<file path="src/rtl/dp_cfg.svh">
// Dispatch width, register counts, zero-register index and RV32 opcode/funct/WFI codes
`ifndef DP_CFG_SVH
`define DP_CFG_SVH

// ==============================
// Stage sizing
// ==============================
`define DP_NUM          4
`define PHY_REG_NUM     64
`define ARCH_REG_NUM    32
`define ZERO_REG        0
`define XLEN            32

// ==============================
// RV32 major opcodes
// ==============================
`define OP_LUI          7'b0110111
`define OP_AUIPC        7'b0010111
`define OP_JAL          7'b1101111
`define OP_JALR         7'b1100111
`define OP_BRANCH       7'b1100011
`define OP_LOAD         7'b0000011
`define OP_STORE        7'b0100011
`define OP_IMM          7'b0010011
`define OP_REG          7'b0110011
`define OP_SYSTEM       7'b1110011

// funct3 of the integer ALU group
`define F3_ADD          3'b000
`define F3_SLL          3'b001
`define F3_SLT          3'b010
`define F3_SLTU         3'b011
`define F3_XOR          3'b100
`define F3_SR           3'b101
`define F3_OR           3'b110
`define F3_AND          3'b111

// funct3 of CSR access
`define F3_PRIV         3'b000
`define F3_CSRRW        3'b001
`define F3_CSRRS        3'b010
`define F3_CSRRC        3'b011

// funct7 variants
`define F7_BASE         7'b0000000
`define F7_ALT          7'b0100000
`define F7_MULDIV       7'b0000001

// Full WFI word
`define WFI_INST        32'h10500073

`endif

</file>
<file path="src/rtl/dp_pkg.sv">
// Dispatch types: instruction, PC, register index, tag, count, unit class, ALU function, packet
`include "dp_cfg.svh"

package dp_pkg;

    // ==============================
    // Scalar types
    // ==============================
    typedef logic [31:0]                        inst_t;
    typedef logic [`XLEN-1:0]                   pc_t;
    typedef logic [$clog2(`ARCH_REG_NUM)-1:0]   arch_reg_t;
    typedef logic [$clog2(`PHY_REG_NUM)-1:0]    tag_t;
    // Holds 0..DP_NUM inclusive
    typedef logic [$clog2(`DP_NUM+1)-1:0]       dp_cnt_t;

    // ==============================
    // Decode enumerations
    // ==============================
    // Target function unit, NONE for no-op and WFI
    typedef enum logic [2:0] {
        FU_ALU,
        FU_MULT,
        FU_LOAD,
        FU_STORE,
        FU_BRANCH,
        FU_JUMP,
        FU_CSR,
        FU_NONE
    } fu_class_e;

    // ALU ops followed by the four multiply flavours
    typedef enum logic [3:0] {
        ALU_ADD,
        ALU_SUB,
        ALU_SLT,
        ALU_SLTU,
        ALU_AND,
        ALU_OR,
        ALU_XOR,
        ALU_SLL,
        ALU_SRL,
        ALU_SRA,
        ALU_MUL,
        ALU_MULH,
        ALU_MULHSU,
        ALU_MULHU
    } alu_func_e;

    // Per-slot packet sent to ROB and RS
    typedef struct packed {
        pc_t        pc;
        fu_class_e  fu_class;
        alu_func_e  alu_func;
        arch_reg_t  rd;
        arch_reg_t  rs1;
        arch_reg_t  rs2;
        tag_t       tag;
        logic       halt;
        logic       illegal;
    } dec_pkt_t;

endpackage

</file>
<file path="src/rtl/inst_decoder.sv">
// Single-slot RV32IM, CSR and WFI decoder to unit class, ALU function, registers and flags
`include "dp_cfg.svh"

module inst_decoder (
    input  dp_pkg::inst_t       inst_i,
    input  logic                slot_valid_i,
    output dp_pkg::fu_class_e   fu_class_o,
    output dp_pkg::alu_func_e   alu_func_o,
    output dp_pkg::arch_reg_t   rd_o,
    output dp_pkg::arch_reg_t   rs1_o,
    output dp_pkg::arch_reg_t   rs2_o,
    output logic                halt_o,
    output logic                illegal_o
);
    import dp_pkg::*;

    // Instruction fields
    logic [6:0]     opcode;
    logic [2:0]     funct3;
    logic [6:0]     funct7;
    // Which register fields the format really uses
    logic           use_rd;
    logic           use_rs1;
    logic           use_rs2;

    assign opcode   = inst_i[6:0];
    assign funct3   = inst_i[14:12];
    assign funct7   = inst_i[31:25];

    // ==============================
    // Opcode decode
    // ==============================
    always_comb begin
        // No-op defaults, also what an empty slot shows
        fu_class_o  = FU_NONE;
        alu_func_o  = ALU_ADD;
        use_rd      = 1'b0;
        use_rs1     = 1'b0;
        use_rs2     = 1'b0;
        halt_o      = 1'b0;
        illegal_o   = 1'b0;
        if (slot_valid_i) begin
            case (opcode)
                `OP_LUI, `OP_AUIPC: begin
                    fu_class_o  = FU_ALU;
                    use_rd      = 1'b1;
                end
                `OP_JAL: begin
                    fu_class_o  = FU_JUMP;
                    use_rd      = 1'b1;
                end
                `OP_JALR: begin
                    if (funct3 == 3'b000) begin
                        fu_class_o  = FU_JUMP;
                        use_rd      = 1'b1;
                        use_rs1     = 1'b1;
                    end else begin
                        illegal_o   = 1'b1;
                    end
                end
                `OP_BRANCH: begin
                    // funct3 010 and 011 are unassigned
                    if (funct3[2:1] != 2'b01) begin
                        fu_class_o  = FU_BRANCH;
                        use_rs1     = 1'b1;
                        use_rs2     = 1'b1;
                    end else begin
                        illegal_o   = 1'b1;
                    end
                end
                `OP_LOAD: begin
                    // LB LH LW LBU LHU only
                    if (funct3 != 3'b011 && funct3[2:1] != 2'b11) begin
                        fu_class_o  = FU_LOAD;
                        use_rd      = 1'b1;
                        use_rs1     = 1'b1;
                    end else begin
                        illegal_o   = 1'b1;
                    end
                end
                `OP_STORE: begin
                    // SB SH SW only
                    if (!funct3[2] && funct3 != 3'b011) begin
                        fu_class_o  = FU_STORE;
                        use_rs1     = 1'b1;
                        use_rs2     = 1'b1;
                    end else begin
                        illegal_o   = 1'b1;
                    end
                end
                `OP_IMM: begin
                    fu_class_o  = FU_ALU;
                    use_rd      = 1'b1;
                    use_rs1     = 1'b1;
                    case (funct3)
                        `F3_ADD:    alu_func_o = ALU_ADD;
                        `F3_SLT:    alu_func_o = ALU_SLT;
                        `F3_SLTU:   alu_func_o = ALU_SLTU;
                        `F3_XOR:    alu_func_o = ALU_XOR;
                        `F3_OR:     alu_func_o = ALU_OR;
                        `F3_AND:    alu_func_o = ALU_AND;
                        `F3_SLL:    begin
                            alu_func_o  = ALU_SLL;
                            illegal_o   = (funct7 != `F7_BASE);
                        end
                        default:    begin
                            // Shift right, funct7 picks logical or arithmetic
                            alu_func_o  = (funct7 == `F7_ALT) ? ALU_SRA : ALU_SRL;
                            illegal_o   = (funct7 != `F7_BASE) && (funct7 != `F7_ALT);
                        end
                    endcase
                end
                `OP_REG: begin
                    use_rd      = 1'b1;
                    use_rs1     = 1'b1;
                    use_rs2     = 1'b1;
                    if (funct7 == `F7_MULDIV) begin
                        fu_class_o  = FU_MULT;
                        case (funct3)
                            3'b000:     alu_func_o = ALU_MUL;
                            3'b001:     alu_func_o = ALU_MULH;
                            3'b010:     alu_func_o = ALU_MULHSU;
                            3'b011:     alu_func_o = ALU_MULHU;
                            // No divider behind this stage
                            default:    illegal_o  = 1'b1;
                        endcase
                    end else if (funct7 == `F7_BASE) begin
                        fu_class_o  = FU_ALU;
                        case (funct3)
                            `F3_ADD:    alu_func_o = ALU_ADD;
                            `F3_SLL:    alu_func_o = ALU_SLL;
                            `F3_SLT:    alu_func_o = ALU_SLT;
                            `F3_SLTU:   alu_func_o = ALU_SLTU;
                            `F3_XOR:    alu_func_o = ALU_XOR;
                            `F3_SR:     alu_func_o = ALU_SRL;
                            `F3_OR:     alu_func_o = ALU_OR;
                            default:    alu_func_o = ALU_AND;
                        endcase
                    end else if (funct7 == `F7_ALT && funct3 == `F3_ADD) begin
                        fu_class_o  = FU_ALU;
                        alu_func_o  = ALU_SUB;
                    end else if (funct7 == `F7_ALT && funct3 == `F3_SR) begin
                        fu_class_o  = FU_ALU;
                        alu_func_o  = ALU_SRA;
                    end else begin
                        illegal_o   = 1'b1;
                    end
                end
                `OP_SYSTEM: begin
                    case (funct3)
                        `F3_PRIV:   begin
                            // WFI halts, other privileged ops are not handled
                            halt_o      = (inst_i == `WFI_INST);
                            illegal_o   = (inst_i != `WFI_INST);
                        end
                        `F3_CSRRW, `F3_CSRRS, `F3_CSRRC: begin
                            fu_class_o  = FU_CSR;
                            use_rd      = 1'b1;
                            use_rs1     = 1'b1;
                        end
                        default:    illegal_o = 1'b1;
                    endcase
                end
                default: begin
                    illegal_o   = 1'b1;
                end
            endcase
        end
    end

    // Unused fields read as x0
    assign rd_o     = use_rd  ? inst_i[11:7]  : arch_reg_t'(`ZERO_REG);
    assign rs1_o    = use_rs1 ? inst_i[19:15] : arch_reg_t'(`ZERO_REG);
    assign rs2_o    = use_rs2 ? inst_i[24:20] : arch_reg_t'(`ZERO_REG);

endmodule

</file>
<file path="src/rtl/dp_hazard_count.sv">
// Structural hazard check giving raw window, dispatch count and free-list consumption count
`include "dp_cfg.svh"

module dp_hazard_count (
    input  dp_pkg::dp_cnt_t                     fiq_avail_i,
    input  dp_pkg::dp_cnt_t                     rob_avail_i,
    input  dp_pkg::dp_cnt_t                     fl_avail_i,
    input  dp_pkg::dp_cnt_t                     rs_avail_i,
    input  logic [`DP_NUM-1:0]                  illegal_i,
    input  dp_pkg::arch_reg_t [`DP_NUM-1:0]     rd_i,
    output dp_pkg::dp_cnt_t                     raw_num_o,
    output dp_pkg::dp_cnt_t                     dp_num_o,
    output dp_pkg::dp_cnt_t                     fl_num_o
);
    import dp_pkg::*;

    localparam dp_cnt_t DP_MAX = dp_cnt_t'(`DP_NUM);

    // Pairwise minimum tree
    dp_cnt_t    min_fiq_rob;
    dp_cnt_t    min_fl_rs;
    dp_cnt_t    min_all;

    // ==============================
    // Raw window from credits
    // ==============================
    always_comb begin
        min_fiq_rob = (fiq_avail_i < rob_avail_i) ? fiq_avail_i : rob_avail_i;
        min_fl_rs   = (fl_avail_i < rs_avail_i) ? fl_avail_i : rs_avail_i;
        min_all     = (min_fiq_rob < min_fl_rs) ? min_fiq_rob : min_fl_rs;
        // Never more than the slot count
        raw_num_o   = (min_all > DP_MAX) ? DP_MAX : min_all;
    end

    // Cut at the first illegal slot, scanning down so the oldest one wins
    always_comb begin
        dp_num_o = raw_num_o;
        for (int i = `DP_NUM - 1; i >= 0; i--) begin
            if ((dp_cnt_t'(i) < raw_num_o) && illegal_i[i]) begin
                dp_num_o = dp_cnt_t'(i);
            end
        end
    end

    // Tags only consumed by dispatched writers of a real rd
    always_comb begin
        fl_num_o = '0;
        for (int i = 0; i < `DP_NUM; i++) begin
            if ((dp_cnt_t'(i) < dp_num_o) && (rd_i[i] != arch_reg_t'(`ZERO_REG))) begin
                fl_num_o = fl_num_o + 1'b1;
            end
        end
    end

endmodule

</file>
<file path="src/rtl/fl_tag_router.sv">
// Prefix-count routing of free-list head tags to slots that write a nonzero rd
`include "dp_cfg.svh"

module fl_tag_router (
    input  dp_pkg::dp_cnt_t                     raw_num_i,
    input  dp_pkg::arch_reg_t [`DP_NUM-1:0]     rd_i,
    input  dp_pkg::tag_t [`DP_NUM-1:0]          fl_tag_i,
    output dp_pkg::tag_t [`DP_NUM-1:0]          tag_o
);
    import dp_pkg::*;

    // Width of a free-list head position
    localparam int IDX_W = $clog2(`DP_NUM);

    // ==============================
    // Tag routing
    // ==============================
    always_comb begin : route
        // Running count of earlier tag consumers
        dp_cnt_t fl_idx;
        fl_idx = '0;
        for (int i = 0; i < `DP_NUM; i++) begin
            tag_o[i] = tag_t'(`ZERO_REG);
            if ((dp_cnt_t'(i) < raw_num_i) && (rd_i[i] != arch_reg_t'(`ZERO_REG))) begin
                // fl_idx never passes i here, so the low bits suffice
                tag_o[i] = fl_tag_i[fl_idx[IDX_W-1:0]];
                fl_idx   = fl_idx + 1'b1;
            end
        end
    end

endmodule

</file>
<file path="src/rtl/dp_latch.sv">
// Pipeline register for dispatch counts and per-slot decoded packets
`include "dp_cfg.svh"

module dp_latch (
    input  logic                                clk_i,
    input  logic                                rst_n_i,
    input  dp_pkg::dp_cnt_t                     dp_num_i,
    input  dp_pkg::dp_cnt_t                     fl_num_i,
    input  dp_pkg::dec_pkt_t [`DP_NUM-1:0]      pkt_i,
    output dp_pkg::dp_cnt_t                     dp_num_o,
    output dp_pkg::dp_cnt_t                     fl_num_o,
    output dp_pkg::dec_pkt_t [`DP_NUM-1:0]      pkt_o
);

    // ==============================
    // Counts
    // ==============================
    // Zero counts after reset, nothing dispatched
    always_ff @(posedge clk_i or negedge rst_n_i) begin
        if (!rst_n_i) begin
            dp_num_o <= '0;
            fl_num_o <= '0;
        end else begin
            dp_num_o <= dp_num_i;
            fl_num_o <= fl_num_i;
        end
    end

    // ==============================
    // Packets
    // ==============================
    // Loads every cycle, stalls show up as a zero count
    always_ff @(posedge clk_i or negedge rst_n_i) begin
        if (!rst_n_i) begin
            pkt_o <= '0;
        end else begin
            pkt_o <= pkt_i;
        end
    end

endmodule

</file>
<file path="src/rtl/dp_top.sv">
// Dispatch stage top: slot decoders, hazard counter, free-list tag router and output latch
`include "dp_cfg.svh"

module dp_top (
    input  logic                                clk_i,
    input  logic                                rst_n_i,
    // Fetch queue, slot 0 oldest
    input  dp_pkg::dp_cnt_t                     fiq_avail_i,
    input  dp_pkg::inst_t [`DP_NUM-1:0]         fiq_inst_i,
    input  dp_pkg::pc_t [`DP_NUM-1:0]           fiq_pc_i,
    // Back-end credits
    input  dp_pkg::dp_cnt_t                     rob_avail_i,
    input  dp_pkg::dp_cnt_t                     fl_avail_i,
    input  dp_pkg::dp_cnt_t                     rs_avail_i,
    input  dp_pkg::tag_t [`DP_NUM-1:0]          fl_tag_i,
    // Registered results
    output dp_pkg::dp_cnt_t                     dp_num_o,
    output dp_pkg::dp_cnt_t                     fl_num_o,
    output dp_pkg::dec_pkt_t [`DP_NUM-1:0]      pkt_o
);
    import dp_pkg::*;

    // Decoder outputs per slot
    logic       [`DP_NUM-1:0]   slot_valid;
    fu_class_e  [`DP_NUM-1:0]   fu_class;
    alu_func_e  [`DP_NUM-1:0]   alu_func;
    arch_reg_t  [`DP_NUM-1:0]   rd;
    arch_reg_t  [`DP_NUM-1:0]   rs1;
    arch_reg_t  [`DP_NUM-1:0]   rs2;
    logic       [`DP_NUM-1:0]   halt;
    logic       [`DP_NUM-1:0]   illegal;
    // Counts and routed tags
    dp_cnt_t                    raw_num;
    dp_cnt_t                    dp_num;
    dp_cnt_t                    fl_num;
    tag_t       [`DP_NUM-1:0]   tag;
    dec_pkt_t   [`DP_NUM-1:0]   pkt;

    // ==============================
    // Per-slot decode and packing
    // ==============================
    for (genvar s = 0; s < `DP_NUM; s++) begin : gen_slot
        // Raw window depends on credits only, no loop through illegal
        assign slot_valid[s] = (dp_cnt_t'(s) < raw_num);

        inst_decoder decoder_inst (
            .inst_i         (fiq_inst_i[s]),
            .slot_valid_i   (slot_valid[s]),
            .fu_class_o     (fu_class[s]),
            .alu_func_o     (alu_func[s]),
            .rd_o           (rd[s]),
            .rs1_o          (rs1[s]),
            .rs2_o          (rs2[s]),
            .halt_o         (halt[s]),
            .illegal_o      (illegal[s])
        );

        assign pkt[s] = '{
            pc:       fiq_pc_i[s],
            fu_class: fu_class[s],
            alu_func: alu_func[s],
            rd:       rd[s],
            rs1:      rs1[s],
            rs2:      rs2[s],
            tag:      tag[s],
            halt:     halt[s],
            illegal:  illegal[s]
        };
    end

    // ==============================
    // Counts, tags, latch
    // ==============================
    dp_hazard_count hazard_count_inst (
        .fiq_avail_i    (fiq_avail_i),
        .rob_avail_i    (rob_avail_i),
        .fl_avail_i     (fl_avail_i),
        .rs_avail_i     (rs_avail_i),
        .illegal_i      (illegal),
        .rd_i           (rd),
        .raw_num_o      (raw_num),
        .dp_num_o       (dp_num),
        .fl_num_o       (fl_num)
    );

    fl_tag_router tag_router_inst (
        .raw_num_i      (raw_num),
        .rd_i           (rd),
        .fl_tag_i       (fl_tag_i),
        .tag_o          (tag)
    );

    dp_latch latch_inst (
        .clk_i          (clk_i),
        .rst_n_i        (rst_n_i),
        .dp_num_i       (dp_num),
        .fl_num_i       (fl_num),
        .pkt_i          (pkt),
        .dp_num_o       (dp_num_o),
        .fl_num_o       (fl_num_o),
        .pkt_o          (pkt_o)
    );

endmodule

</file>
<file path="config.mk">
export PLATFORM = sky130hd
export DESIGN_NAME = dp_top
export DESIGN_NICKNAME = d
export VERILOG_FILES = /design/src/rtl/dp_pkg.sv /design/src/rtl/inst_decoder.sv /design/src/rtl/dp_hazard_count.sv /design/src/rtl/fl_tag_router.sv /design/src/rtl/dp_latch.sv /design/src/rtl/dp_top.sv
export VERILOG_INCLUDE_DIRS = /design/src /design/src/rtl
export SDC_FILE = /design/constraint.sdc
export NUM_CORES = 1
export LEC_CHECK = 0
export BUFFER_PORTS_ARGS = -buffer_cell sky130_fd_sc_hd__buf_2
export CAP_MARGIN = 20
export CELL_PAD_IN_SITES_DETAIL_PLACEMENT = 1
export CELL_PAD_IN_SITES_GLOBAL_PLACEMENT = 1
export CORE_AREA = 2 2 215 217
export DETAILED_ROUTE_END_ITERATION = 8
export DIE_AREA = 0 0 217 219
export GPL_ROUTABILITY_DRIVEN = 1
export PLACE_DENSITY_LB_ADDON = 0.1
export SLEW_MARGIN = 20
export SYNTH_ARGS = -nofsm -noshare
export SYNTH_HDL_FRONTEND = slang
export SYNTH_SLANG_ARGS = --single-unit
</file>
<file path="constraint.sdc">
create_clock -name clk_i -period 0.8 [get_ports clk_i]
set_input_delay 0.08 -clock clk_i [delete_from_list [all_inputs] [get_ports clk_i]]
set_output_delay 0.08 -clock clk_i [all_outputs]
set_load 0.02 [all_outputs]
</file>
==> flow_summary.json <==
{
  "cts_num_sinks": 254,
  "crit_type": "in -> reg",
  "crit_top_cell": "ha_4",
  "rows": 78,
  "grt_pass1_wl_um": 78700,
  "cts_tree": "built",
  "peakVddDrop_v": 0.001477,
  "crit_path_max_incr_delay_ps": 330,
  "cts_made_buffers": 30,
  "endpoint_kind": "flop",
  "crit_chain": "buf_12 > inv_12 > ha_4 > a21oi_2 > o21ai_2 > mux2_4 > ha_4 > nor2_4 > nor2_4 > o31a_1 > nor3_2 > buf_4 > o31ai_4 > nand2b_1 > o21ai_1 > a21oi_2 > o21a_1 > ha_4 > xnor2_4 > ha_2 > mux2_4",
  "dp_cells": 2386,
  "die_y_um": 219,
  "hp-class": "in -> reg",
  "startpoint": "rob_avail_i[2]",
  "vias": 11750,
  "syn_nets": 1255,
  "rsz0062_at_grt": "true",
  "synth_cells": 947,
  "drc": 0,
  "dr.pass1.iters": 4,
  "syn-cell-area_um2": 10620,
  "setup_viol": 380,
  "nets": 2371,
  "synthArstFlopShare_pct": 100.0,
  "multi_input_comb_area_um2": 4659,
  "synth_warnings": 0,
  "power-per-cell-area_nw_per_um2": 1665,
  "ant_nets": 0,
  "status": "complete, but fails checks",
  "final_cells": 2691,
  "synth_top_area_cell": "dfrtp_1",
  "grt_usage_pct": 21.54,
  "synth-edff-count": 0,
  "gr-total-overflow": 0,
  "synth_most_common_cell": "dfrtp_1",
  "drv_slew": 0,
  "final-hold-violation-count": 21,
  "worst-path-max-fanout": 4,
  "h-tree-depth": 1,
  "postCtsHoldBufs": 221,
  "grt_max_degree": 29,
  "die_area_um2": 47520,
  "fin_area_um2": 21080,
  "finalWeightedCongestion": 0.8840,
  "maxCapViolCount": 0,
  "worst_slew_pin_slew_ps": 508.7,
  "cts_root_buffer": "clkbuf_16",
  "initial_core_util_pct": 23.54,
  "drive_gt1_share_pct": 52.85,
  "wirelength_um": 52400,
  "worst_slack_ps": -2295,
  "netlist_top_cells_count": "254 x dfrtp_1, 89 x nor2_1, 69 x nand2_1",
  "endpoint": "latch_inst.fl_num_o[1]",
  "crit_arrival_ps": 3540,
  "ios": 548,
  "fin_crit_sh_pct": 386.8,
  "antenna_found_initial": 6,
  "syn_avg_cell_area_um2": 11.21,
  "fin_crit_ps": 3095,
  "violations": "hold timing, setup timing",
  "crit_buf_inv": 3,
  "cp_data_required_time_ps": 1240,
  "synth_flop_cell": "dfrtp_1",
  "numPortBuffers": 547,
  "grt_pass1_vias": 13380,
  "post-place-ws_ps": -3104,
  "cp-start-kind": "primary input",
  "crit_cells": 21,
  "ys_ff_latch": 254,
  "dpl.hpwl_um": 39790,
  "seq_area_frac_synth_pct": 59.88,
  "max_freq_mhz": 323.1,
  "area_delta_synth_final_pct": 98.59,
  "yosysTopAreaCellShare_pct": 59.88,
  "seqCellArea_um2": 6356,
  "num-fill-cells": 5128,
  "p_leak_nw": 10.53,
  "utilization_pct": 46.75,
  "wl_per_cell_um": 19.47,
  "cts_buffer_depth": 3,
  "synth.area.top_cells": "dfrtp_1 60%, and2_1 3.4%, nor2_1 3.1%",
  "viasPerCell": 4.365,
  "die_w_um": 217,
  "drtIter0Drc": 425,
  "hold_slack_ps": -77.39,
  "slew_headroom_pct": 65.55,
  "postPlaceCellArea_um2": 16860,
  "clkTransAtPathRegs_ps": 60,
  "critPathSlowestCell": "mux2_4",
  "coreArea_um2": 45090,
  "synth_cell_types": 84,
  "crit_family": "adder cells"
}
-- cell families (layout without fill, tap and decap cells) --
family	after synthesis	after routing	share of synthesized area, %
simple gates	383	383	19.71
flops	254	254	59.88
compound gates	180	180	11.42
buf+inv	75	1215	2.758
mux	31	31	3.689
fa+ha+maj	14	14	1.650
xor+xnor	10	10	0.8958
other cells	0	4	0
-- worst min path at each step --
| stage | from | to | slack, ps | cells past startpoint |
|---|---|---|---|---|
| after CTS | fiq_inst_i[68] | latch_inst.pkt_o[150] | -110 | 4 |
| after global placement | rst_n_i | latch_inst.pkt_o[11] | -70 | 1 |
| after floorplan | rst_n_i | latch_inst.dp_num_o[0] | -220 | 0 |
| after detailed placement | rst_n_i | latch_inst.pkt_o[11] | -70 | 1 |
| final | fiq_inst_i[94] | latch_inst.pkt_o[125] | -80 | 4 |
| after global routing | fiq_inst_i[62] | latch_inst.pkt_o[63] | -90 | 3 |
-- placed cells by master (no fill, tap or decap), types with 16 or more instances in the layout --
master | synthesis | routed
buf_2 | 0 | 507
buf_4 | 1 | 310
dfrtp_1 | 254 | 254
dlygate4sd3_1 | 0 | 221
nor2_1 | 89 | 77
nand2_1 | 69 | 62
buf_6 | 1 | 53
inv_1 | 44 | 36
a21oi_1 | 45 | 35
o21ai_0 | 38 | 35
and2_1 | 58 | 33
clkbuf_16 | 0 | 32
nor3_1 | 31 | 27
and2_4 | 0 | 25
mux2i_1 | 22 | 16
buf_12 | 0 | 16
-- timing repair --
item | 4_1_cts | 5_1_grt
pin swaps | 25 | 27
gates cloned | 1 | 0
gates resized for setup | 104 | 109
endpoints found under the setup margin | 380 | 380
buffers inserted | 17 | 19
hold endpoints to repair | 478 | 20
-- flip-flops by register name, indices dropped and copies added, names as in the netlist --
register,count
latch_inst.fl_num_o,3
latch_inst.dp_num_o,3
latch_inst.pkt_o,248
-- final cells by class --
class | count | area share (%)
Timing Repair Buffer | 1113 | 38.40
Inverter | 46 | 0.9259
Clock buffer | 36 | 3.959
Multi-Input combinational cell | 618 | 22.10
Antenna cell | 4 | 0.04748
Tap cell | 600 | 3.561
Sequential cell | 254 | 30.15
Clock inverter | 20 | 0.8547
-- through the flow --
stage	setup TNS, ps	power, mW	hold WS, ps
floorplan	-218380	15.90	-215.6
global placement	-261340	19.40	-74.34
detailed placement	-269670	19.50	-73.35
CTS	-271430	35.11	-110.5
global route	-290040	36.78	-88.17
finish	-266310	35.09	-77.39
-- power by group --
part	internal [mW]	switching (mW)	total, mW
Sequential	13.3	0.171	13.5
Clock	8.12	5.78	13.9
Combinational	4.02	3.71	7.73
Total	25.4	9.66	35.1
-- routing by layer --
layer | up-vias | wire [um] | global-route usage [%]
li1 | 5568 | - | -
met1 | 5736 | 19640 | 23.75
met2 | 355 | 28080 | 41.03
met3 | 84 | 3189 | 4.948
met4 | 4 | 1459 | 6.027
met5 | - | 29 | 0
Note: power is estimated with default switching activity, not from simulation.
